<file path="src/verilog/ext_periph_pkg.sv">
// External peripheral package
// Bus structs, memcopy register map and RAM geometry for the subsystem

package ext_periph_pkg;

  // One OBI request from a master
  typedef struct packed {
    logic        req;
    logic        we;
    logic [3:0]  be;
    logic [31:0] addr;
    logic [31:0] wdata;
  } obi_req_t;

  // OBI slave answer, gnt and rvalid handshakes
  typedef struct packed {
    logic        gnt;
    logic        rvalid;
    logic [31:0] rdata;
  } obi_resp_t;

  // One register bus access
  typedef struct packed {
    logic        valid;
    logic        write;
    logic [31:0] addr;
    logic [31:0] wdata;
    logic [3:0]  wstrb;
  } reg_req_t;

  // Register bus response
  typedef struct packed {
    logic        ready;
    logic        error;
    logic [31:0] rdata;
  } reg_rsp_t;

  // Offset bits decoded by the memcopy register file
  localparam int unsigned REG_OFFSET_W = 8;

  // Memcopy register map, one 32-bit word each
  localparam logic [REG_OFFSET_W-1:0] MEMCOPY_SRC_OFFSET    = 8'h00;
  localparam logic [REG_OFFSET_W-1:0] MEMCOPY_DST_OFFSET    = 8'h04;
  localparam logic [REG_OFFSET_W-1:0] MEMCOPY_SIZE_OFFSET   = 8'h08;
  localparam logic [REG_OFFSET_W-1:0] MEMCOPY_STATUS_OFFSET = 8'h0C;

  // STATUS bit positions
  localparam int unsigned STATUS_IDLE_BIT = 0;

  // Slow RAM geometry
  localparam int unsigned RAM_WORDS_DEFAULT = 128;
  localparam int unsigned RAM_ADDR_LSB      = 2;

  // Full word byte enable
  localparam logic [3:0] OBI_BE_WORD = 4'hF;

endpackage

</file>
<file path="src/verilog/memcopy_ctrl.sv">
`timescale 1ns/1ps
// Memcopy controller
// Register file plus copy FSM moving words through one OBI master port

module memcopy_ctrl import ext_periph_pkg::*; #(
  parameter int unsigned FifoDepth = 4
) (
  input  logic        clk_i,
  input  logic        rst_n_i,
  input  reg_req_t    reg_req_i,
  output reg_rsp_t    reg_rsp_o,
  output obi_req_t    obi_req_o,
  input  obi_resp_t   obi_resp_i,
  output logic        fifo_push_o,
  output logic [31:0] fifo_wdata_o,
  output logic        fifo_pop_o,
  input  logic [31:0] fifo_rdata_i,
  input  logic        fifo_empty_i,
  output logic        done_intr_o
);

  localparam int unsigned CreditW = $clog2(FifoDepth + 1);

  typedef enum logic {
    ST_IDLE,
    ST_COPY
  } state_e;

  state_e             state_q;
  logic [31:0]        src_q;
  logic [31:0]        dst_q;
  logic [31:0]        rd_addr_q;
  logic [31:0]        wr_addr_q;
  logic [31:0]        rd_left_q;
  logic [31:0]        wr_left_q;
  logic [CreditW-1:0] credit_q;
  obi_req_t           req_q;
  logic               last_rd_q;
  logic               gnt_rd_q;
  logic               done_q;

  logic [REG_OFFSET_W-1:0] offset;
  logic                    idle;
  logic                    reg_wr;
  logic                    wr_src;
  logic                    wr_dst;
  logic                    wr_size;
  logic                    can_load;
  logic                    rd_ok;
  logic                    wr_ok;
  logic                    issue_rd;
  logic                    issue_wr;
  logic                    wr_ack;
  logic                    last_ack;

  assign offset = reg_req_i.addr[REG_OFFSET_W-1:0];
  assign idle   = (state_q == ST_IDLE);
  assign reg_wr = reg_req_i.valid && reg_req_i.write;

  // Register decode, answered in the request cycle
  always_comb begin
    reg_rsp_o.ready = reg_req_i.valid;
    reg_rsp_o.error = 1'b0;
    reg_rsp_o.rdata = '0;
    wr_src          = 1'b0;
    wr_dst          = 1'b0;
    wr_size         = 1'b0;
    case (offset)
      MEMCOPY_SRC_OFFSET: begin
        reg_rsp_o.rdata = src_q;
        wr_src          = reg_wr;
      end
      MEMCOPY_DST_OFFSET: begin
        reg_rsp_o.rdata = dst_q;
        wr_dst          = reg_wr;
      end
      MEMCOPY_SIZE_OFFSET: begin
        // Remaining words of the running copy
        reg_rsp_o.rdata = wr_left_q;
        reg_rsp_o.error = reg_wr && !idle;
        wr_size         = reg_wr && idle;
      end
      MEMCOPY_STATUS_OFFSET: begin
        reg_rsp_o.rdata[STATUS_IDLE_BIT] = idle;
        reg_rsp_o.error                  = reg_wr;
      end
      default: begin
        reg_rsp_o.error = reg_req_i.valid;
      end
    endcase
  end

  // New request may be loaded when the port is free or just granted
  assign can_load = !req_q.req || obi_resp_i.gnt;
  assign rd_ok    = !idle && (rd_left_q != '0) && (credit_q < CreditW'(FifoDepth));
  assign wr_ok    = !idle && !fifo_empty_i;

  // Alternate read and write when both sides are ready
  assign issue_wr = can_load && wr_ok && (last_rd_q || !rd_ok);
  assign issue_rd = can_load && rd_ok && !issue_wr;

  // rvalid kind follows the access granted one cycle before
  assign wr_ack   = obi_resp_i.rvalid && !gnt_rd_q;
  assign last_ack = wr_ack && (wr_left_q == 32'd1);

  assign obi_req_o    = req_q;
  assign fifo_pop_o   = issue_wr;
  assign fifo_push_o  = obi_resp_i.rvalid && gnt_rd_q;
  assign fifo_wdata_o = obi_resp_i.rdata;
  assign done_intr_o  = done_q;

  always_ff @(posedge clk_i or negedge rst_n_i) begin
    if (!rst_n_i) begin
      state_q   <= ST_IDLE;
      src_q     <= '0;
      dst_q     <= '0;
      rd_addr_q <= '0;
      wr_addr_q <= '0;
      rd_left_q <= '0;
      wr_left_q <= '0;
      credit_q  <= '0;
      req_q     <= '0;
      last_rd_q <= 1'b0;
      gnt_rd_q  <= 1'b0;
      done_q    <= 1'b0;
    end else begin
      done_q   <= 1'b0;
      gnt_rd_q <= obi_resp_i.gnt && req_q.req && !req_q.we;
      if (wr_src) begin
        src_q <= reg_req_i.wdata;
      end
      if (wr_dst) begin
        dst_q <= reg_req_i.wdata;
      end
      if (wr_size) begin
        rd_addr_q <= src_q;
        wr_addr_q <= dst_q;
        rd_left_q <= reg_req_i.wdata;
        wr_left_q <= reg_req_i.wdata;
        if (reg_req_i.wdata == '0) begin
          done_q <= 1'b1;
        end else begin
          state_q <= ST_COPY;
        end
      end
      if (can_load) begin
        req_q.req <= issue_rd || issue_wr;
        req_q.we  <= issue_wr;
        req_q.be  <= OBI_BE_WORD;
        if (issue_wr) begin
          req_q.addr  <= wr_addr_q;
          req_q.wdata <= fifo_rdata_i;
          wr_addr_q   <= wr_addr_q + 32'd4;
          last_rd_q   <= 1'b0;
        end
        if (issue_rd) begin
          req_q.addr <= rd_addr_q;
          rd_addr_q  <= rd_addr_q + 32'd4;
          rd_left_q  <= rd_left_q - 32'd1;
          last_rd_q  <= 1'b1;
        end
      end
      // Credits cover words in flight and words held in the FIFO
      if (issue_rd) begin
        credit_q <= credit_q + 1'b1;
      end else if (issue_wr) begin
        credit_q <= credit_q - 1'b1;
      end
      if (wr_ack) begin
        wr_left_q <= wr_left_q - 32'd1;
      end
      if (last_ack) begin
        state_q <= ST_IDLE;
        done_q  <= 1'b1;
      end
    end
  end

endmodule

</file>
<file path="config.mk">
export PLATFORM = sky130hd
export DESIGN_NAME = memcopy_ctrl
export DESIGN_NICKNAME = d
export VERILOG_FILES = /design/src/verilog/ext_periph_pkg.sv /design/src/verilog/memcopy_ctrl.sv
export SDC_FILE = /design/constraint.sdc
export NUM_CORES = 1
export LEC_CHECK = 0
export BUFFER_PORTS_ARGS = -buffer_cell sky130_fd_sc_hd__buf_2
export CORE_MARGIN = 2
export CORE_UTILIZATION = 51
export DETAILED_ROUTE_END_ITERATION = 10
export GPL_ROUTABILITY_DRIVEN = 0
export GPL_TIMING_DRIVEN = 0
export PLACE_DENSITY = 0.78
export SETUP_SLACK_MARGIN = 0.1
export SYNTH_ARGS = -nofsm -noshare
export SYNTH_HDL_FRONTEND = slang
export SYNTH_SLANG_ARGS = --single-unit
</file>
<file path="constraint.sdc">
create_clock -name clk_i -period 3.85 [get_ports clk_i]
set_input_delay 1.155 -clock clk_i [delete_from_list [all_inputs] [get_ports clk_i]]
set_output_delay 1.155 -clock clk_i [all_outputs]
set_load 0.02 [all_outputs]
</file>
==> PnR_summary.wiki <==
{| class="wikitable"
! Metric !! Value
|-
| Die Outline Area || 29000 um^2
|-
| Remaining number of nets flagged by the antenna check after routing || 0
|-
| Share of synthesized registers carrying an async set or reset || 100%
|-
| Initial antenna violation count || 2
|-
| Clock Sinks || 266
|-
| Placed cell count || 2080
|-
| Mean post-synth cell area || 9.26 um^2
|-
| Startpoint of the lowest-slack hold path || obi_req_o[68]
|-
| Least-Margin Pin Slew || 1.32 ns
|-
| Met3 routing resource usage after global routing || 8.77%
|-
| Number of buffers created by CTS || 29
|-
| Post-route fraction of the period consumed by the critical path || 112%
|-
| Setup violators final || 53
|-
| Clock tree buffer depth || 3
|-
| Post-route DRC || 0
|-
| Average via count per standard cell || 6.73
|-
| Layout Nets || 1955
|-
| Grt ovf || 0
|-
| EDFF count, synth || 0
|-
| Static leakage power || 8.15 nW
|-
| Worst slew margin relative to its limit || 11.2%
|-
| Place WS || -0.465 ns
|-
| Synthesis Warnings || 0
|-
| Final core utilization || 64.6%
|-
| Skew-Pair Late Insertion Delay || 0.56 ns
|-
| Power density over the cells || 643 nW/um^2
|-
| Antenna diodes || 0
|-
| Net Sw Frac || 39.5%
|-
| First-pass detailed-route iteration total || 7
|-
| Layout cell share with drive strength beyond 1 || 27.4%
|-
| Cell type with the largest total area after synthesis || sky130_fd_sc_hd__dfrtp_1
|-
| Input/output buffers || 215
|-
| Final critical path time including I/O delays and setup || between 4 and 5 ns
|-
| Most instantiated flip-flop cell in the synthesis netlist || sky130_fd_sc_hd__dfrtp_1
|-
| Finished layout cell area || 17500 um^2
|-
| Number of DRC markers in iteration 0 || 2878
|-
| Hold Vio Cnt, Final || 0
|-
| Vias in the first global route || about 14000
|-
| R2R setup slack || -0.22 ns
|-
| Combinational fraction of design power || between 30 and 40%
|-
| Number of non-filler instances in the completed layout || about 2200
|-
| CTS H-tree depth || 1
|-
| CP Max Fanout || 3
|-
| Cells taking the most area after synthesis || sky130_fd_sc_hd__dfrtp_1 (47%), sky130_fd_sc_hd__mux2_2 (5.2%), sky130_fd_sc_hd__nand2_1 (5.0%), sky130_fd_sc_hd__nor2_1 (5.0%), sky130_fd_sc_hd__a21oi_1 (3.3%)
|-
| Placeable core region || 27000 um^2
|-
| Kind of critical path || register to output port
|-
| Area share of the largest cell type after synthesis || 47.2%
|-
| Placed inst area || approximately 16000 um^2
|-
| Path type of the worst min-delay path || register to register
|-
| Hold Path Stages || 1
|-
| Final Slew Violations || 0
|-
| Starting density of the core || 52.2%
|-
| Most Crowded Layer GR || met2
|-
| Worst hold margin || 0.442 ns
|-
| Portion of the post-synthesis area used by sequential elements || 47.2%
|-
| Instance count of the mapped netlist || 1522
|-
| Area growth, synth to finish || 23.8%
|-
| DR WL/cell || ~24 um
|-
| Pin count of the biggest net entering global routing || around 100
|-
| Depth of the most critical reg-to-reg path || 22
|-
| Synth cell count leaders || sky130_fd_sc_hd__dfrtp_1 (266), sky130_fd_sc_hd__nand2_1 (189), sky130_fd_sc_hd__nor2_1 (188), sky130_fd_sc_hd__a21oi_1 (92), sky130_fd_sc_hd__clkbuf_1 (67)
|-
| Global routing usage on met2 || 52.7%
|-
| Hold-fix buffers at CTS || 0
|-
| RSZ-0062 raised after global routing || true
|-
| RR Endpoint || wr_addr_q[10]
|-
| Number of top-level pins || 278
|-
| Die extent in y || 170 um
|-
| Crit. End Element || output port
|-
| Clock Power Share || 27.3%
|-
| Endpoint with the worst hold slack || gnt_rd_q
|-
| Synthesized flop and latch total || around 270
|-
| Total global-route track usage || a little over a third
|-
| DP Wirelength || between 30 and 40 mm
|-
| Number of rows in the core area || 60
|-
| Post-Route WL || 52.7 mm
|-
| Cell area after technology mapping || 14100 um^2
|-
| Vias || between 10000 and 15000
|-
| Slack of the critical path || -0.456 ns
|-
| Root buffer cell || sky130_fd_sc_hd__clkbuf_16
|-
| F_max || 0.232 GHz
|-
| Clock slew at the register clock pins of the worst setup and hold paths || 0.07 ns
|-
| Power Internal || 6.79 mW
|-
| # Max-Cap Violations || 0
|-
| Arrival time at the worst endpoint || 3.15 ns
|-
| Sw Pwr || roughly 4.4 mW
|-
| Critical Path Source Type || register
|-
| Die Wd || 170 um
|-
| Worst clock skew || between 0.015 and 0.02 ns
|-
| CTS tree || done
|-
| Maximum vdd ir drop || 344 uV
|-
| Met1 track demand over resource in global routing || 45.8%
|-
| Post-Synthesis Net Count || around 1700
|-
| Failing checks || negative setup slack
|-
| Most frequently used cell type in the post-synthesis netlist || sky130_fd_sc_hd__dfrtp_1
|-
| Unique masters post-synth || 67
|-
| First-pass GRT wire length || 77.6 mm
|-
| Run status || finished with violations
|-
| Flop pwr share || 35.5%
|-
| R2R Path Start || rd_left_q[27]
|-
| Required time at the worst-slack endpoint || 2.69 ns
|}
==> routing by layer <==
metal  up-vias  wire length, um
met5         -               78
met4         6             3970
met3       313             7070
met2      1234            22900
met1      6915            18600
li1       6148                -
==> registers in the layout, indices dropped and copies added (netlist names) <==
name         count
done_intr_o      1
credit_q         3
rd_addr_q       32
last_rd_q        1
gnt_rd_q         1
src_q           32
obi_req_o       67
wr_addr_q       32
state_q          1
wr_left_q       32
dst_q           32
rd_left_q       32
==> cells by family after synthesis <==
group | Yosys count | synth area share (%)
AOI/OAI and AO/OA | 345 | 17.7
buffers and inverters | 185 | 6.29
adders and majority gates | 6 | 0.532
DFF | 266 | 47.2
and+or+nand+nor | 618 | 20.4
muxes | 98 | 7.62
xor gates and xnor gates | 4 | 0.249
==> power groups by stage <==
stage	clock [mW]	combinational [mW]	sequential (mW)
2_1_floorplan	0	2.04	4.25
3_5_place_dp	0	3.62	3.99
3_3_place_gp	0	3.53	3.96
6_report	3.06	4.18	3.98
4_1_cts	3.05	3.84	3.94
5_1_grt	3.18	4.46	4.05
==> metrics by stage <==
step / setup TNS [ns] / power (mW)
4_1_cts: -1.77 / 10.8
3_5_place_dp: -15.83 / 7.61
5_1_grt: -9.87 / 11.7
3_3_place_gp: -880.19 / 7.49
2_1_floorplan: 0 / 6.29
6_report: -8.13 / 11.2
==> worst max path at each step <==
stage          cells past startpoint       endpoint  slack, ns          start
2_1_floorplan                      4  reg_rsp_o[32]       0.12  reg_req_i[39]
3_3_place_gp                       1   wr_left_q[6]      -3.29        rst_n_i
3_5_place_dp                       7   reg_rsp_o[5]      -0.47  reg_req_i[39]
4_1_cts                           10     fifo_pop_o      -0.43  rd_left_q[25]
5_1_grt                            9     fifo_pop_o      -0.47  rd_left_q[27]
6_report                           9     fifo_pop_o      -0.46  rd_left_q[27]
==> layout make-up <==
class	count	area [um^2]
Clock inverter	14	201
Clock buffer	39	843
Sequential cell	266	6660
Buffer	132	790
Fill cell	2126	9560
Inverter	52	195
Tap cell	341	427
Multi-Input combinational cell	1071	6740
Timing Repair Buffer	258	1610
==> critical path, cell delays in order, from the launching register on <==
cell and delay (ns):
sky130_fd_sc_hd__dfrtp_1 0.39, sky130_fd_sc_hd__or4_4 0.55, sky130_fd_sc_hd__or3_4 0.35, sky130_fd_sc_hd__buf_6 0.13, sky130_fd_sc_hd__or4_4 0.51, sky130_fd_sc_hd__buf_8 0.14
sky130_fd_sc_hd__o21a_1 0.21, sky130_fd_sc_hd__inv_2 0.10, sky130_fd_sc_hd__buf_8 0.11, sky130_fd_sc_hd__buf_6 0.11
==> layout by cell type, fill, tap and decap left out, types with 9 or more instances in the layout <==
cell type,n
sky130_fd_sc_hd__a211oi_1,30
sky130_fd_sc_hd__a21oi_1,88
sky130_fd_sc_hd__a221o_1,12
sky130_fd_sc_hd__a222oi_1,29
sky130_fd_sc_hd__a311oi_1,19
sky130_fd_sc_hd__a31oi_1,11
sky130_fd_sc_hd__and2_1,10
sky130_fd_sc_hd__and3_1,17
sky130_fd_sc_hd__buf_2,226
sky130_fd_sc_hd__buf_4,61
sky130_fd_sc_hd__buf_6,12
sky130_fd_sc_hd__clkbuf_1,56
sky130_fd_sc_hd__clkbuf_16,32
sky130_fd_sc_hd__dfrtp_1,265
sky130_fd_sc_hd__inv_1,51
sky130_fd_sc_hd__mux2_2,65
sky130_fd_sc_hd__mux2i_1,32
sky130_fd_sc_hd__nand2_1,188
sky130_fd_sc_hd__nand3_1,38
sky130_fd_sc_hd__nand4_1,23
sky130_fd_sc_hd__nor2_1,188
sky130_fd_sc_hd__nor3_1,51
sky130_fd_sc_hd__nor4_1,30
sky130_fd_sc_hd__o211ai_1,14
sky130_fd_sc_hd__o21a_1,21
sky130_fd_sc_hd__o21ai_0,27
sky130_fd_sc_hd__o221a_2,15
sky130_fd_sc_hd__o22ai_1,19
sky130_fd_sc_hd__or4_1,9
==> repair_timing <==
item	4_1_cts	5_1_grt
endpoints found under the setup margin	56	102
gates cloned	2	3
buffers inserted	28	13
pin swaps	10	12
gates resized for setup	45	48
Power figures use the tool's default switching activity.
