## src/verilog/ext_periph_pkg.sv

```systemverilog
// External peripheral package
// Bus structs, memcopy register map and RAM geometry for the subsystem

package ext_periph_pkg;

  // One OBI request from a master
  typedef struct packed {
    logic        req;
    logic        we;
    logic [3:0]  be;
    logic [31:0] addr;
    logic [31:0] wdata;
  } obi_req_t;

  // OBI slave answer, gnt and rvalid handshakes
  typedef struct packed {
    logic        gnt;
    logic        rvalid;
    logic [31:0] rdata;
  } obi_resp_t;

  // One register bus access
  typedef struct packed {
    logic        valid;
    logic        write;
    logic [31:0] addr;
    logic [31:0] wdata;
    logic [3:0]  wstrb;
  } reg_req_t;

  // Register bus response
  typedef struct packed {
    logic        ready;
    logic        error;
    logic [31:0] rdata;
  } reg_rsp_t;

  // Offset bits decoded by the memcopy register file
  localparam int unsigned REG_OFFSET_W = 8;

  // Memcopy register map, one 32-bit word each
  localparam logic [REG_OFFSET_W-1:0] MEMCOPY_SRC_OFFSET    = 8'h00;
  localparam logic [REG_OFFSET_W-1:0] MEMCOPY_DST_OFFSET    = 8'h04;
  localparam logic [REG_OFFSET_W-1:0] MEMCOPY_SIZE_OFFSET   = 8'h08;
  localparam logic [REG_OFFSET_W-1:0] MEMCOPY_STATUS_OFFSET = 8'h0C;

  // STATUS bit positions
  localparam int unsigned STATUS_IDLE_BIT = 0;

  // Slow RAM geometry
  localparam int unsigned RAM_WORDS_DEFAULT = 128;
  localparam int unsigned RAM_ADDR_LSB      = 2;

  // Full word byte enable
  localparam logic [3:0] OBI_BE_WORD = 4'hF;

endpackage

```

## src/verilog/obi_arbiter.sv

```systemverilog
`timescale 1ns/1ps
// OBI arbiter
// Round-robin between host and DMA masters onto the single RAM port

module obi_arbiter import ext_periph_pkg::*; (
  input  logic      clk_i,
  input  logic      rst_n_i,
  input  obi_req_t  host_req_i,
  output obi_resp_t host_resp_o,
  input  obi_req_t  dma_req_i,
  output obi_resp_t dma_resp_o,
  output obi_req_t  mem_req_o,
  input  obi_resp_t mem_resp_i
);

  logic sel_dma;
  logic prio_dma_q;
  logic owner_dma_q;

  // Priority bit only matters when both masters request
  always_comb begin
    if (host_req_i.req && dma_req_i.req) begin
      sel_dma = prio_dma_q;
    end else begin
      sel_dma = dma_req_i.req;
    end
  end

  assign mem_req_o = sel_dma ? dma_req_i : host_req_i;

  // Grant goes back to the selected master only
  assign host_resp_o.gnt = mem_resp_i.gnt && !sel_dma;
  assign dma_resp_o.gnt  = mem_resp_i.gnt && sel_dma;

  // Response steered by the owner of last cycle's grant
  assign host_resp_o.rvalid = mem_resp_i.rvalid && !owner_dma_q;
  assign dma_resp_o.rvalid  = mem_resp_i.rvalid && owner_dma_q;
  assign host_resp_o.rdata  = mem_resp_i.rdata;
  assign dma_resp_o.rdata   = mem_resp_i.rdata;

  always_ff @(posedge clk_i or negedge rst_n_i) begin
    if (!rst_n_i) begin
      prio_dma_q  <= 1'b0;
      owner_dma_q <= 1'b0;
    end else if (mem_resp_i.gnt) begin
      // Hand priority to the other master after each grant
      prio_dma_q  <= !sel_dma;
      owner_dma_q <= sel_dma;
    end
  end

endmodule

```

## config.mk

```make
export PLATFORM = sky130hd
export DESIGN_NAME = obi_arbiter
export DESIGN_NICKNAME = d
export VERILOG_FILES = /design/src/verilog/ext_periph_pkg.sv /design/src/verilog/obi_arbiter.sv
export SDC_FILE = /design/constraint.sdc
export NUM_CORES = 1
export LEC_CHECK = 0
export ABC_CLOCK_PERIOD_IN_PS = 1900
export BUFFER_PORTS_ARGS = -buffer_cell sky130_fd_sc_hd__buf_2
export CAP_MARGIN = 20
export CORE_AREA = 2 2 121 123
export DETAILED_ROUTE_END_ITERATION = 8
export DIE_AREA = 0 0 123 125
export GPL_TIMING_DRIVEN = 0
export PLACE_DENSITY = 0.42
export REMOVE_ABC_BUFFERS = 1
export SLEW_MARGIN = 25
export SYNTH_ARGS = -nofsm -noshare
export SYNTH_HDL_FRONTEND = slang
export SYNTH_SLANG_ARGS = --single-unit
```

## constraint.sdc

```tcl
create_clock -name clk_i -period 1.9 [get_ports clk_i]
set_clock_uncertainty 0.2 [all_clocks]
set_input_delay 0.095 -clock clk_i [delete_from_list [all_inputs] [get_ports clk_i]]
set_output_delay 0.095 -clock clk_i [all_outputs]
set_load 0.1 [all_outputs]
```

==> results of run 1 <==
## timing repair
| action | CTS | global route |
|---|---|---|
| pin swaps | 1 | 1 |
| endpoints found under the hold margin | 53 | 12 |
| buffers inserted | 8 | 1 |
| hold buffers | 30 | 6 |
| setup endpoints to repair | 69 | 70 |
| gates resized for setup | 201 | 68 |
| gates cloned | 1 | 2 |
## final cells by class
class	instances	share of cell area (%)
Inverter	2	0.182
Sequential cell	2	1.22
Multi-Input combinational cell	78	23.9
Clock buffer	3	1.82
Timing Repair Buffer	268	67.3
Tap cell	184	5.59
## metrics by stage
stage	setup WS (ps)	area [um2]	util, %	TNS (ps)	std cells
floorplan	-862	900	-	-50060	82
global placement	-1220	2220	15.6	-83270	483
detailed placement	-210	2300	16.2	-5360	486
CTS	-155	3680	25.9	-7750	528
global route	-156	4120	29.0	-7210	537
finish	-97.0	4120	29.0	-3480	537
## final timing paths
kind,to,startpoint,slack [ps]
setup / recovery,mem_req_o[64],prio_dma_q$_DFFE_PN0P_,-100
hold / removal,prio_dma_q$_DFFE_PN0P_,rst_n_i,8
setup reg to reg,prio_dma_q$_DFFE_PN0P_,prio_dma_q$_DFFE_PN0P_,550
hold reg to reg,owner_dma_q$_DFFE_PN0P_,owner_dma_q$_DFFE_PN0P_,360
max in group asynchronous,owner_dma_q$_DFFE_PN0P_,rst_n_i,1390
min in group clk_i,dma_resp_o[5],mem_resp_i[5],170
## cells in the mapped netlist (all sizes together)
cell	number
and2	2
buf	71
dfrtp	2
inv	2
mux2	70
nand2	1
nor2	1
nor2b	1
o21ai	2
or2	1
## worst max-delay path, stage by stage (launching register included)
cell,delay (ps)
dfrtp_1,390
o21ai_4,180
clkbuf_16,210
buf_16,150
mux2_2,350
buf_6,180
## flip-flops by register name, indices dropped and copies added (netlist names)
name	cells
owner_dma_q	1
prio_dma_q	1
## cell families (layout without fill, tap and decap cells)
logic type             after synthesis  count (layout)  share of synthesized area [%]
AND/OR/NAND/NOR                      6               6                           2.25
AO/OA/AOI/OAI                        2               2                           1.47
flip-flops                           2               2                           3.47
buffers and inverters               73             273                           38.2
multiplexers                        70              70                           54.6
## per-layer routing
metal | GRT usage, % | vias to the layer above | part of all wire (%) | wire length, um
met5 | 0 | - | 0 | 0
met4 | 1.20 | 0 | 0.90 | 87
met3 | 5.47 | 10 | 11 | 1080
met2 | 17.4 | 174 | 46 | 4460
met1 | 12.7 | 876 | 41 | 3990
li1 | - | 865 | - | -
## report_power, final
| group | leakage (nW) | internal [mW] | total (mW) | switching [mW] |
|---|---|---|---|---|
| clock | 0.0370 | 0.268 | 0.317 | 0.0490 |
| combinational | 2.05 | 0.924 | 2.88 | 1.95 |
| sequential | 0.0236 | 0.0480 | 0.0529 | 0.00484 |
| total | 2.11 | 1.24 | 3.25 | 2.01 |
==> key figures, run 1 <==
Run status
  – Status: complete, but fails checks
  – Failing checks: negative setup slack

Global routing
  – Global-route wire length before repair: between 10000 and 15000 um
  – Tot GR Track Use: between 10% and 20%
  – Largest net degree at the start of global routing: 26
  – Total gr overflow: 0
  – Vias in the first global route: 1997
  – Initial antenna violation count: 0

Route
  – Vias: between 1500 and 2000
  – Post-DR vias/cell: 3.58
  – DRT iter0 DRCs: 40
  – DRT Pass-1 Iters: 4
  – DRT antenna net count: 0
  – Post-route DRC: 0
  – WL/cell: around 18 um
  – Routed wire length: between 9000 and 10000 um

Placed design
  – Gp weighted congestion: ~0.71
  – Post-DP HPWL: around 6500 um
  – Port Buffers: ~220

Critical path
  – Crit path DAT: around 1700 ps
  – Crit path launch type: flip-flop
  – Worst Path Required: about 1600 ps
  – Critical path class: flip-flop to output port
  – Reg2reg path depth: 4
  – CP max FO: 13
  – Worst setup EP type: output port

Logic synthesis
  – Synthesized instance count: 153
  – Synth Area per Inst: roughly 9.4 um2
  – Post-synthesis instance area: between 1000 and 1500 um2
  – Synth area leaders: mux2_2 51%, buf_4 35%, mux2_1 3.9%, dfrtp_1 3.5%, buf_6 2.3%
  – Synth top area share: 50.7%
  – Seq cells post-synth: 2
  – Seq/Total Area, Yosys: about 3.5%
  – Leading area contributor after synthesis: mux2_2
  – Synth cell types: 13
  – Synthesis Warnings: 0

Timing
  – FMAX: between 500 and 600 MHz
  – RSZ-0062 raised after global routing: true
  – Max-slew violations: 0
  – Worst-margin pin slew: between 1000 and 1500 ps
  – Max_slew headroom: 29.3%
  – Final setup vio count: 62
  – Final Hold Fails: 0
  – Final hold slack: between 7 and 8 ps
  – Tmin final: 2000 ps
  – Period utilization: 105%
  – Setup WS post-layout: -97.0 ps

Clocking
  – H-tree level count: 1
  – Max Root-Sink Buffers: 2
  – CTS tree: done
  – CTS Root Cell: clkbuf_16
  – CTS buffer count: 3
  – CTS clock-pin slew for the worst setup and hold paths: 30 ps
  – CTS Sinks: 2
  – Skew-Pair Late Insertion Delay: between 200 and 250 ps

Cells and area
  – Commonest non-fill, non-tap cell in the layout: buf_2
  – N_diodes: 0
  – Share of post-route cells with drive strength above 1: around 95%
  – Multi-input gate area: a little under 1000 um2
  – # fillers: around 1500
  – Final Net Count: about 530
  – Most frequent cells in the layout: 147 x buf_2, 68 x buf_12, 38 x mux2_4
  – Register Area: ~50 um2
  – Area grow syn2layout: 185%

Floorplan
  – Die area: ~15000 um2
  – Die width: roughly 120 um
  – Initial Util: between 10% and 20%
  – Core Rows: 44
  – I/O pins: between 300 and 400
  – Core region area: roughly 14000 um2
  – Die Y: between 100 and 150 um

Power and ir drop
  – Final Power: about 3.2 mW
  – LEAKAGE: between 2 and 2.5 nW
  – Power density cells: approximately 800 nW/um2
  – Worst ir drop on vdd: 430 uV

Flow run
  – Max-cap violations: 0

Min path
  – Hold crit path type: input pin to async pin
Power figures use the tool's default switching activity.
==> run 2, diff against run 1 <==
--- a/config.mk
+++ b/config.mk
@@ -14,6 +14,7 @@
 export GPL_TIMING_DRIVEN = 0
 export PLACE_DENSITY = 0.42
 export REMOVE_ABC_BUFFERS = 1
+export SETUP_SLACK_MARGIN = 0.4
 export SLEW_MARGIN = 25
 export SYNTH_ARGS = -nofsm -noshare
 export SYNTH_HDL_FRONTEND = slang
==> key figures, run 2 (synthesis gave the netlist of run 1 again) <==
Run status
  – Status: complete, but fails checks (unchanged)
  – Failing checks: negative setup slack (unchanged)

Critical path
  – Crit path launch type: flip-flop (unchanged)
  – Reg2reg start: prio_dma_q$_DFFE_PN0P_ (unchanged)
  – Worst Path Required: 1600 ps (about the same)
  – R2R setup slack: 550 ps (about the same)
  – CP max FO: 13 (unchanged)
  – Critical path class: flip-flop to output port (unchanged)
  – Worst setup EP type: output port (unchanged)
  – Reg-to-Reg End: prio_dma_q$_DFFE_PN0P_ (unchanged)
  – Reg2reg path depth: 4 (unchanged)
  – Crit path DAT: 1700 ps (about the same)

Placed design
  – Post-Place Setup Slack: -210 ps (unchanged)
  – Port Buffers: 217 (unchanged)
  – Gp weighted congestion: 0.713 (unchanged)
  – Post-DP HPWL: 6500 um (unchanged)

Cells and area
  – Largest regs: owner_dma_q (1), prio_dma_q (1) (unchanged)
  – Share of post-route cells with drive strength above 1: 94.9% (was 94.6%)
  – Register Area: 50.0 um2 (unchanged)
  – Commonest non-fill, non-tap cell in the layout: buf_2 (unchanged)
  – N_diodes: 0 (unchanged)
  – Final Net Count: 532 (was 531)
  – Area grow syn2layout: 189% (was 185%)
  – Most frequent cells in the layout: 146 x buf_2, 70 x buf_12, 39 x mux2_4 (was 147 x buf_2, 68 x buf_12, 38 x mux2_4)
  – Multi-input gate area: 991 um2 (was 985 um2)
  – # fillers: 1454 (was 1461)

Clocking
  – CTS clock-pin slew for the worst setup and hold paths: 30 ps (about the same)
  – CTS Sinks: 2 (unchanged)
  – CTS buffer count: 3 (unchanged)
  – H-tree level count: 1 (unchanged)
  – Max Root-Sink Buffers: 2 (unchanged)
  – CTS tree: done (unchanged)
  – CTS Root Cell: clkbuf_16 (unchanged)
  – Skew-Pair Late Insertion Delay: 220 ps (about the same)

Timing
  – Setup WS post-layout: -97.1 ps (was -97.0 ps)
  – Worst-margin pin slew: 1080 ps (was 1060 ps)
  – RSZ-0062 raised after global routing: true (unchanged)
  – Period utilization: 105% (about the same)
  – Tmin final: 2000 ps (about the same)
  – Max_slew headroom: 28.3% (was 29.3%)
  – Max-slew violations: 0 (unchanged)
  – Final Hold Fails: 0 (unchanged)
  – Final setup vio count: 65 (was 62)
  – FMAX: 501 MHz (about the same)

Floorplan
  – Initial Util: 10.2% (unchanged)
  – Core region area: 14200 um2 (unchanged)
  – I/O pins: 314 (unchanged)
  – Die Y: 125 um (unchanged)
  – Die width: 123 um (unchanged)
  – Die area: 15400 um2 (unchanged)
  – Core Rows: 44 (unchanged)

Power and ir drop
  – Gate power share: 88.7% (was 88.6%)
  – Worst ir drop on vdd: 431 uV (was 430 uV)
  – LEAKAGE: 2.16 nW (was 2.11 nW)
  – NetSw: 2.01 mW (about the same)
  – Power density cells: 783 nW/um2 (was 789 nW/um2)
  – Final Power: 3.27 mW (was 3.25 mW)
  – Clock network power share: 9.7% (was 9.8%)
  – Sequential power share: 1.6% (about the same)
  – Net Sw Frac: 61.5% (was 61.8%)
  – Int Power: 1.26 mW (was 1.24 mW)

Flow run
  – Max-cap violations: 0 (unchanged)

Global routing
  – M1 GR Usage: 12.8% (was 12.7%)
  – Total gr overflow: 0 (unchanged)
  – Global route hottest layer: met2 (unchanged)
  – Met2 GRT Util: 17.5% (was 17.4%)
  – Global-route wire length before repair: 11800 um (about the same)
  – Met3 GRT Util: 5.47% (unchanged)
  – Tot GR Track Use: 10.7% (was 10.6%)
  – Vias in the first global route: 1997 (unchanged)
  – Largest net degree at the start of global routing: 26 (unchanged)
  – Initial antenna violation count: 0 (unchanged)

Route
  – Routed wire length: 9730 um (was 9620 um)
  – WL/cell: 18.1 um (was 17.9 um)
  – DRT antenna net count: 0 (unchanged)
  – Post-DR vias/cell: 3.63 (was 3.58)
  – Post-route DRC: 0 (unchanged)
  – DRT iter0 DRCs: 38 (was 40)
  – Vias: 1952 (was 1925)
  – DRT Pass-1 Iters: 4 (unchanged)

Min path
  – Hold crit path type: input pin to async pin (unchanged)
-- run 2: cell count changes in the layout (fill, tap and decap cells not counted), moves of 2 or more --
cell and change:
buf_6 +2, dlygate4sd3_1 -4, dlymetal6s4s_1 +4, buf_12 +2, buf_4 -2
-- run 2: how the worst max path moves through the flow --
stage,startpoint,endpoint,slack [ps]
floorplan,prio_dma_q$_DFFE_PN0P_,host_resp_o[33],-860
global placement,prio_dma_q$_DFFE_PN0P_,mem_req_o[8],-1220
detailed placement,prio_dma_q$_DFFE_PN0P_,mem_req_o[36],-210
CTS,prio_dma_q$_DFFE_PN0P_,mem_req_o[0],-150
global route,prio_dma_q$_DFFE_PN0P_,mem_req_o[16],-150
finish,prio_dma_q$_DFFE_PN0P_,mem_req_o[64],-100
-- run 2: power by group through the flow --
stage | sequential, mW | clock (mW) | combinational, mW
after floorplan | 0.0520 | 0 | 1.31
after global placement | 0.0529 | 0 | 1.59
after detailed placement | 0.0531 | 0 | 1.62
after CTS | 0.0530 | 0.322 | 2.59
after global routing | 0.0531 | 0.330 | 2.96
final | 0.0529 | 0.317 | 2.90
-- run 2: layer usage --
layer	part of all wire, %	vias up	routed length, um
met3	12	8	1180
met5	0	-	0
met1	40	894	3900
met2	47	182	4560
li1	-	868	-
met4	0.83	0	81
-- run 2: per-stage QoR --
| stage | TNS, ps | area, um2 | utilization [%] | std cells | hold WS, ps |
|---|---|---|---|---|---|
| floorplan | -50060 | 900 | - | 82 | -401 |
| global placement | -83270 | 2220 | 15.6 | 483 | -320 |
| detailed placement | -5360 | 2300 | 16.2 | 486 | -317 |
| CTS | -7760 | 3720 | 26.2 | 528 | 0.559 |
| global route | -7140 | 4180 | 29.4 | 538 | 17.0 |
| finish | -3480 | 4180 | 29.4 | 538 | 11.1 |
-- run 2: timing repair --
item,4_1_cts,5_1_grt
hold endpoints to repair,53,12
pin swaps,1,2
resized for setup,210,74
buffers inserted,8,2
gates cloned,1,2
hold buffers,30,6
setup endpoints to repair,71,75
-- run 2: final cells by class --
class / count / area share, %
repair buffers: 269 / 67.6
multi-input cells: 78 / 23.7
well taps: 184 / 5.51
clock buffers: 3 / 1.80
flip-flops and latches: 2 / 1.20
inverters: 2 / 0.180
-- run 2: critical path, cell delays in order, from the launching register on --
cell	delay [ps]
dfrtp_1	390
o21ai_4	180
clkbuf_16	210
buf_16	150
mux2_2	350
buf_6	180
