`config.mk`:
```
export PLATFORM = sky130hd
export DESIGN_NAME = memcopy_fifo
export DESIGN_NICKNAME = d
export VERILOG_FILES = /design/src/verilog/memcopy_fifo.sv
export SDC_FILE = /design/constraint.sdc
export NUM_CORES = 1
export LEC_CHECK = 0
export ABC_AREA = 1
export BUFFER_PORTS_ARGS = -buffer_cell sky130_fd_sc_hd__buf_2
export CORE_ASPECT_RATIO = 0.5
export CORE_MARGIN = 2
export CORE_UTILIZATION = 54
export CTS_BUF_LIST = sky130_fd_sc_hd__clkbuf_4 sky130_fd_sc_hd__clkbuf_8
export CTS_CLUSTER_DIAMETER = 150
export CTS_CLUSTER_SIZE = 30
export DETAILED_ROUTE_END_ITERATION = 10
export GPL_TIMING_DRIVEN = 0
export HOLD_SLACK_MARGIN = 0.06
export PLACE_DENSITY = 0.78
export SYNTH_ARGS = -nofsm -noshare
export SYNTH_HDL_FRONTEND = slang
export SYNTH_SLANG_ARGS = --single-unit
```
`constraint.sdc`:
```
create_clock -name clk_i -period 2.6 [get_ports clk_i]
set_clock_uncertainty 0.1 [all_clocks]
set_input_delay 0.39 -clock clk_i [delete_from_list [all_inputs] [get_ports clk_i]]
set_output_delay 0.39 -clock clk_i [all_outputs]
set_load 0.02 [all_outputs]
```
`src/verilog/memcopy_fifo.sv`:
```
`timescale 1ns/1ps
// Memcopy FIFO
// Holds words read from the source until they are written out

module memcopy_fifo #(
  parameter int unsigned FifoDepth = 4
) (
  input  logic        clk_i,
  input  logic        rst_n_i,
  input  logic        push_i,
  input  logic [31:0] wdata_i,
  input  logic        pop_i,
  output logic [31:0] rdata_o,
  output logic        empty_o,
  output logic        full_o
);

  localparam int unsigned PtrW = (FifoDepth > 1) ? $clog2(FifoDepth) : 1;
  localparam int unsigned CntW = $clog2(FifoDepth + 1);

  logic [31:0]     mem_q [FifoDepth];
  logic [PtrW-1:0] wr_ptr_q;
  logic [PtrW-1:0] rd_ptr_q;
  logic [CntW-1:0] count_q;
  logic            do_push;
  logic            do_pop;

  assign empty_o = (count_q == '0);
  assign full_o  = (count_q == CntW'(FifoDepth));
  assign do_pop  = pop_i && !empty_o;
  // A pop frees the slot a push needs in the same cycle
  assign do_push = push_i && (!full_o || do_pop);
  assign rdata_o = mem_q[rd_ptr_q];

  always_ff @(posedge clk_i or negedge rst_n_i) begin
    if (!rst_n_i) begin
      wr_ptr_q <= '0;
      rd_ptr_q <= '0;
      count_q  <= '0;
    end else begin
      // Pointers wrap since depth is a power of two
      if (do_push) begin
        wr_ptr_q <= wr_ptr_q + 1'b1;
      end
      if (do_pop) begin
        rd_ptr_q <= rd_ptr_q + 1'b1;
      end
      case ({do_push, do_pop})
        2'b10:   count_q <= count_q + 1'b1;
        2'b01:   count_q <= count_q - 1'b1;
        default: count_q <= count_q;
      endcase
    end
  end

  always_ff @(posedge clk_i) begin
    if (do_push) begin
      mem_q[wr_ptr_q] <= wdata_i;
    end
  end

endmodule

```
==> results of run 1 <==
-- sequential cells by signal, summed over array words and instances, names as in the netlist --
name,flops
count_q,3
mem_q,128
rd_ptr_q,2
wr_ptr_q,2
-- per-stage QoR --
step                hold slack [ns]  instance area [sq um]  TNS [ns]  cells  worst slack [ns]
detailed placement            0.132                   5870         0    574             0.585
CTS                          0.0604                   6550         0    629            0.0759
floorplan                  -0.00559                   5230         0    366            0.0605
finish                       0.0798                   6560         0    630             0.124
global placement              0.134                   5750   -118.64    570            -0.996
global route                 0.0656                   6560         0    630            0.0216
-- worst paths after layout --
| check | from | endpoint |
|---|---|---|
| worst min register to register | count_q[0]$_DFFE_PN0P_ | count_q[0]$_DFFE_PN0P_ |
| min in group asynchronous | rst_n_i | wr_ptr_q[1]$_DFFE_PN0P_ |
| worst min-delay path | wdata_i[4] | mem_q[0][4]$_DFFE_PP_ |
| max in group asynchronous | rst_n_i | wr_ptr_q[0]$_DFFE_PN0P_ |
| worst max-delay path | rd_ptr_q[1]$_DFFE_PN0N_ | rdata_o[2] |
| worst max register to register | count_q[0]$_DFFE_PN0P_ | mem_q[1][23]$_DFFE_PP_ |
-- Yosys cell counts --
master,count,area share
sky130_fd_sc_hd__o22ai_1,32,0.038
sky130_fd_sc_hd__clkbuf_1,8,0.0057
sky130_fd_sc_hd__nor2_4,1,0.0022
sky130_fd_sc_hd__o21ai_1,23,0.022
sky130_fd_sc_hd__buf_4,1,0.0014
sky130_fd_sc_hd__a21oi_1,2,0.0019
sky130_fd_sc_hd__inv_2,2,0.0014
sky130_fd_sc_hd__nand2_1,4,0.0029
sky130_fd_sc_hd__nand3_2,2,0.0038
sky130_fd_sc_hd__o21ai_4,1,0.0031
sky130_fd_sc_hd__nor2_1,70,0.050
sky130_fd_sc_hd__nand4_1,2,0.0024
sky130_fd_sc_hd__fa_1,1,0.0038
sky130_fd_sc_hd__buf_6,6,0.013
sky130_fd_sc_hd__nor2_2,1,0.0012
sky130_fd_sc_hd__nand3_1,2,0.0019
sky130_fd_sc_hd__dfrtp_1,7,0.033
sky130_fd_sc_hd__nand2_2,2,0.0024
sky130_fd_sc_hd__inv_1,15,0.011
sky130_fd_sc_hd__nand2_4,2,0.0043
sky130_fd_sc_hd__ha_1,4,0.0096
sky130_fd_sc_hd__o21ai_0,42,0.040
sky130_fd_sc_hd__xor2_1,3,0.0050
sky130_fd_sc_hd__edfxtp_1,128,0.73
sky130_fd_sc_hd__buf_2,5,0.0048
-- logic make-up (layout without fill, tap and decap cells) --
group,count (synthesis),after routing,share of synthesized area
AOI/OAI and AO/OA,100,100,0.105
DFF,135,135,0.768
buffers and inverters,37,166,0.0371
and+or+nand+nor,86,86,0.0712
adders and majority gates,5,5,0.0134
xor gates and xnor gates,3,3,0.00502
-- what timing repair did --
item                                    CTS  global route
gates resized for setup                   0             2
endpoints found under the setup margin    0             2
hold endpoints to repair                 85             2
hold buffers                             23             1
-- area by class of cell --
type	instances	area, sq um	area share
Clock inverter	15	213	0.0324
Sequential cell	135	4020	0.613
Tap cell	135	169	0.0257
Clock buffer	17	234	0.0357
Multi-Input combinational cell	194	1050	0.160
Inverter	17	63.8	0.00973
Timing Repair Buffer	97	681	0.104
Buffer	20	131	0.0200
-- layer usage --
layer,vias up,global-route usage
li1,1587,-
met1,1623,0.262
met2,155,0.359
met3,10,0.0789
met4,0,0.0763
met5,-,0
-- power by group through the flow --
| stage | Sequential (W) | Combinational [W] | Clock (W) |
|---|---|---|---|
| 5_1_grt | 0.00303 | 0.00332 | 0.00203 |
| 3_3_place_gp | 0.00306 | 0.00285 | 0 |
| 4_1_cts | 0.00300 | 0.00308 | 0.00193 |
| 3_5_place_dp | 0.00304 | 0.00302 | 0 |
| 6_report | 0.00300 | 0.00306 | 0.00193 |
| 2_1_floorplan | 0.00303 | 0.00195 | 0 |
==> Flow_metrics.wiki, run 1 <==
{| class="wikitable"
! Metric !! Value
|-
| RSZ-0062 raised after global routing || false
|-
| Maximum number of pins on one net before global-route repair || 31
|-
| Floorplan die area || 0.0105 sq mm
|-
| Max capacitance violation total || 0
|-
| Wire length of the first global-routing pass || 16200 um
|-
| Most common cell after layout, fill and taps aside || sky130_fd_sc_hd__edfxtp_1
|-
| Initial drt markers || 318
|-
| Layout cells sized above 1 || 0.269
|-
| R2r setup slk || 0.73 ns
|-
| Share of the clock period used by the worst path after layout || 0.952
|-
| All-layer global routing usage || 0.214
|-
| Overflow left after global routing || 0
|-
| Buffers and inverters on the worst path || 3
|-
| Tmin final || 2.48 ns
|-
| Final design utilization || 0.695
|-
| Post-Syn Area || 0.00523 sq mm
|-
| Deepest level of the CTS H-tree || 4
|-
| Data arrival at the endpoint of the critical path || 1.99 ns
|-
| Initial antenna violation count || 0
|-
| Achievable frequency || 0.404 GHz
|-
| Result of the run || finished clean
|-
| Number of port buffers || 69
|-
| Final net count || 523
|-
| Leading cell types in the layout, fill and taps excluded || 128 x sky130_fd_sc_hd__edfxtp_1, 74 x sky130_fd_sc_hd__buf_2, 66 x sky130_fd_sc_hd__nor2_1
|-
| Worst Tran Pin Value || 0.559 ns
|-
| Std cell rows || 25
|-
| Final routed wire length divided by cell count || 17.1 um
|-
| I/O Pins || 70
|-
| Number of clock sinks || 135
|-
| Total of warnings raised by yosys || 0
|-
| Met3 wire length || 917 um
|-
| Number of slew-limit violations in the final report || 0
|-
| Cell count along the critical path || 5
|-
| First-pass iteration count of the detailed router || 5
|-
| Total power || 0.00798 W
|-
| HPWL after detailed placement || 6420 um
|-
| Total core area || 0.00945 sq mm
|-
| Top routing layer in use || met4
|-
| Power share of the sequential group || 0.376
|-
| Number of synthesized register bits || 135
|-
| Critical path capture point type || primary output
|-
| Final Hold Vio Count || 0
|-
| Area growth, synth to finish || 25.4%
|-
| Worst path slowest cell || sky130_fd_sc_hd__dfrtp_1
|-
| Min-Delay Path Depth || 1
|-
| Worst max-slew margin expressed relative to the limit || 0.626
|-
| Fraction of power consumed by the clock network || 0.241
|-
| Leakage power summed over all cells || 2.40 nW
|-
| Post-synth cell types || 25
|-
| Count of antenna diodes in the layout || 0
|-
| Synthesized area per cell || 14.3 sq um
|-
| Worst-case vdd ir drop || 0.479 mV
|-
| Critical-path cell list || inv_2 -> clkbuf_1 -> o21ai_0 -> o22ai_1 -> buf_2
|-
| Data required time at the worst endpoint || 2.11 ns
|-
| Net switching share of the total power || 0.382
|-
| Crit Path Category || flop to primary output
|-
| Synthesized netlist cell count || 366
|-
| Net Switching || 0.00305 W
|-
| Pwr per Cell Area || 1220 mW/mm^2
|-
| Vias after detailed routing || 3375
|-
| Placer Congestion || 0.819
|-
| Fill cell count || 643
|-
| Worst r2r path cells || 5
|-
| Routed met1 length || 4470 um
|-
| Mapped Nets || 407
|-
| Number of vias per cell after detailed routing || 5.36
|-
| Buffer type at the clock tree root || sky130_fd_sc_hd__clkbuf_8
|-
| Total detailed-routing wirelength || 10800 um
|-
| Initial Util || 0.554
|-
| Clock tree from TritonCTS || yes
|-
| Bufs on Longest Clock Path || 2
|-
| CTS buffer count || 17
|-
| Critical Path Source Type || flop
|-
| Number of buffers added for setup after CTS || 0
|-
| Proportion of synthesized chip area in sequential cells || 0.768
|-
| Y dimension of the die || 73.6 um
|-
| Final setup violation count || 0
|-
| Number of nets still failing antenna checks after routing || 0
|-
| Residual DRC || 0
|-
| Length of routed met2 wiring || 5330 um
|-
| Worst stage delay on the critical path || 0.46 ns
|-
| Power Internal || 0.00493 W
|-
| Critical-path maximum fanout || 10
|-
| Reg clk slew, reported paths || 0.08 ns
|-
| Hold Path Class || input pin to flop
|-
| Horizontal extent of the die || 143 um
|-
| Share of total power in combinational logic || 0.383
|-
| CP delay by family, top || buffers and inverters
|-
| Worst skew pair latency || 0.42 ns
|-
| Via count of the first global-routing pass || 3304
|}
(Power assumes the default switching activity.)
==> inputs of run 2 (changes only) <==
==> constraint.sdc (replaced) <==
create_clock -name clk_i -period 2.6 [get_ports clk_i]
set_clock_uncertainty 0.1 [all_clocks]
set_input_delay 0.39 -clock clk_i [delete_from_list [all_inputs] [get_ports clk_i]]
set_output_delay 0.39 -clock clk_i [all_outputs]
set_load 0.1 [all_outputs]
==> run 2 against run 1 <==
Wire length increased by 1.8%. Sequential share of layout area down 2.3 points. First-iteration DRC count fell by 13%. Worst hold slack worse by 0.0058 ns. Non-clock buffer count grew 1. Core utilization up 2.7 points. Register-to-register slack better by 0.12 ns. Global-route usage is 0.81 points higher. Via count is 0.53% lower. Clock-buffer cell count increased by 2. Largest cell class unchanged. Highest routed layer unchanged.
==> Flow_metrics.wiki, run 2 (same netlist as run 1, synthesis figures left out) <==
{| class="wikitable"
! Metric !! Value
|-
| Registers with the most flip-flops || mem_q x128, count_q x3
|-
| CP delay by family, top || buffers and inverters
|-
| Final setup violation count || 0
|-
| Area growth, synth to finish || 30.3%
|-
| Buffer type at the clock tree root || sky130_fd_sc_hd__clkbuf_8
|-
| Clock tree from TritonCTS || yes
|-
| Data required time at the worst endpoint || 2.11 ns
|-
| Critical register-to-register path startpoint || count_q[0]$_DFFE_PN0P_
|-
| Layout cells sized above 1 || 0.341
|-
| Worst max-slew margin expressed relative to the limit || 0.645
|-
| CTS buffer count || 17
|-
| Final Hold Vio Count || 0
|-
| Final design utilization || 0.722
|-
| Total detailed-routing wirelength || 11000 um
|-
| Residual DRC || 0
|-
| Number of clock sinks || 135
|-
| Data arrival at the endpoint of the critical path || 2.01 ns
|-
| Final routed wire length divided by cell count || 17.4 um
|-
| Deepest level of the CTS H-tree || 4
|-
| Crit Path Category || flop to primary output
|-
| Critical-path cell list || clkbuf_1 -> o21ai_0 -> o22ai_2 -> buf_4
|-
| End point of the worst hold path || mem_q[3][13]$_DFFE_PP_
|-
| Initial drt markers || 278
|-
| Via count of the first global-routing pass || 3230
|-
| Worst skew pair latency || 0.44 ns
|-
| Critical Path Source Type || flop
|-
| Length of routed met2 wiring || 5330 um
|-
| Register containing the most flip-flops in the final layout || mem_q
|-
| Overflow left after global routing || 0
|-
| Horizontal extent of the die || 143 um
|-
| Wire length of the first global-routing pass || 16700 um
|-
| Max capacitance violation total || 0
|-
| Hold Path Class || input pin to flop
|-
| Reg clk slew, reported paths || 0.07 ns
|-
| Tightest hold margin || 0.0740 ns
|-
| Met3 wire length || 824 um
|-
| I/O Pins || 70
|-
| Maximum number of pins on one net before global-route repair || 32
|-
| RR Endpoint || mem_q[3][22]$_DFFE_PP_
|-
| Std cell rows || 25
|-
| Max reg flops || 128
|-
| HPWL after detailed placement || 6370 um
|-
| Total core area || 0.00945 sq mm
|-
| Worst r2r path cells || 5
|-
| Worst Tran Pin Value || 0.532 ns
|-
| Number of vias per cell after detailed routing || 5.32
|-
| Total instance count after detailed placement || 574
|-
| All-layer global routing usage || 0.222
|-
| Worst stage delay on the critical path || 0.43 ns
|-
| Tmin final || 2.50 ns
|-
| Buffers and inverters on the worst path || 2
|-
| Share of the clock period used by the worst path after layout || 0.962
|-
| Number of slew-limit violations in the final report || 0
|-
| Vias after detailed routing || 3357
|-
| Result of the run || finished clean
|-
| First-pass iteration count of the detailed router || 5
|-
| Y dimension of the die || 73.6 um
|-
| Initial antenna violation count || 0
|-
| Worst path slowest cell || sky130_fd_sc_hd__clkbuf_1
|-
| Number of nets still failing antenna checks after routing || 0
|-
| Leading cell types in the layout, fill and taps excluded || 128 x sky130_fd_sc_hd__edfxtp_1, 66 x sky130_fd_sc_hd__nor2_1, 44 x sky130_fd_sc_hd__buf_2
|-
| Critical-path maximum fanout || 10
|-
| Achievable frequency || 0.400 GHz
|-
| Bufs on Longest Clock Path || 2
|-
| Number of port buffers || 69
|-
| Most common cell after layout, fill and taps aside || sky130_fd_sc_hd__edfxtp_1
|-
| Floorplan die area || 0.0105 sq mm
|-
| Critical path capture point type || primary output
|-
| Initial Util || 0.554
|-
| Routed met1 length || 4710 um
|-
| Top routing layer in use || met4
|-
| Count of antenna diodes in the layout || 0
|-
| Non-filler cells in the finished layout || 631
|-
| RSZ-0062 raised after global routing || false
|-
| Final net count || 524
|-
| Placer Congestion || 0.873
|-
| Fill cell count || 612
|-
| Startpoint of the lowest-slack hold path || wdata_i[13]
|-
| Min-Delay Path Depth || 1
|-
| R2r setup slk || 0.85 ns
|}
-- run 2: changes by cell type in the layout (fill, tap and decap cells not counted) --
| cell | before | now |
|---|---|---|
| sky130_fd_sc_hd__buf_12 | 2 | 4 |
| sky130_fd_sc_hd__buf_16 | 2 | 0 |
| sky130_fd_sc_hd__buf_2 | 74 | 44 |
| sky130_fd_sc_hd__buf_4 | 1 | 26 |
| sky130_fd_sc_hd__clkbuf_1 | 7 | 3 |
| sky130_fd_sc_hd__clkbuf_2 | 1 | 5 |
| sky130_fd_sc_hd__clkbuf_4 | 0 | 7 |
| sky130_fd_sc_hd__clkinv_2 | 0 | 5 |
| sky130_fd_sc_hd__clkinv_4 | 1 | 2 |
| sky130_fd_sc_hd__clkinvlp_4 | 3 | 1 |
| sky130_fd_sc_hd__dlygate4sd3_1 | 24 | 25 |
| sky130_fd_sc_hd__inv_6 | 7 | 1 |
| sky130_fd_sc_hd__o22ai_1 | 32 | 0 |
| sky130_fd_sc_hd__o22ai_2 | 0 | 32 |
-- run 2: how the worst max path moves through the flow --
| stage | start | to | cells past startpoint |
|---|---|---|---|
| floorplan | wr_ptr_q[0]$_DFFE_PN0P_ | mem_q[2][0]$_DFFE_PP_ | 4 |
| global placement | count_q[0]$_DFFE_PN0P_ | mem_q[0][14]$_DFFE_PP_ | 4 |
| detailed placement | rd_ptr_q[1]$_DFFE_PN0N_ | rdata_o[28] | 5 |
| CTS | rd_ptr_q[1]$_DFFE_PN0N_ | rdata_o[8] | 5 |
| global route | rd_ptr_q[1]$_DFFE_PN0N_ | rdata_o[3] | 4 |
| finish | rd_ptr_q[0]$_DFFE_PN0N_ | rdata_o[23] | 4 |
-- run 2: timing repair --
action	CTS	global route
pin swaps	0	0
hold buffers	21	4
gates resized for setup	26	13
setup buffers	0	0
cloned	0	0
setup endpoints to repair	26	26
endpoints found under the hold margin	80	11
-- run 2: stage by stage --
step / instance area, sq um / TNS [ns] / setup slack (ns)
detailed placement: 6060 / 0 / 0.292
finish: 6820 / 0 / 0.0992
global route: 6820 / 0 / 0.00790
global placement: 5950 / -113.93 / -0.977
floorplan: 5430 / 0 / 0.0605
CTS: 6760 / 0 / 0.00642
-- run 2: layout make-up --
type	instances	area (sq um)	share of cell area
sequential	135	4020	0.589
timing repair buffer	98	751	0.110
multi-input combinational	194	1250	0.184
clock buffer	19	249	0.0365
inverter	17	63.8	0.00936
clock inverter	13	179	0.0262
tap	135	169	0.0248
buffer	20	136	0.0200
-- run 2: metal layers --
| metal | vias to the layer above | global-route usage |
|---|---|---|
| met4 | 0 | 0.0871 |
| met2 | 131 | 0.359 |
| met5 | - | 0 |
| met1 | 1629 | 0.294 |
| li1 | 1589 | - |
| met3 | 8 | 0.0613 |
Power of run 2 is not shown: default switching activity piles up to over one toggle a cycle in this logic, so the estimate is an artifact.
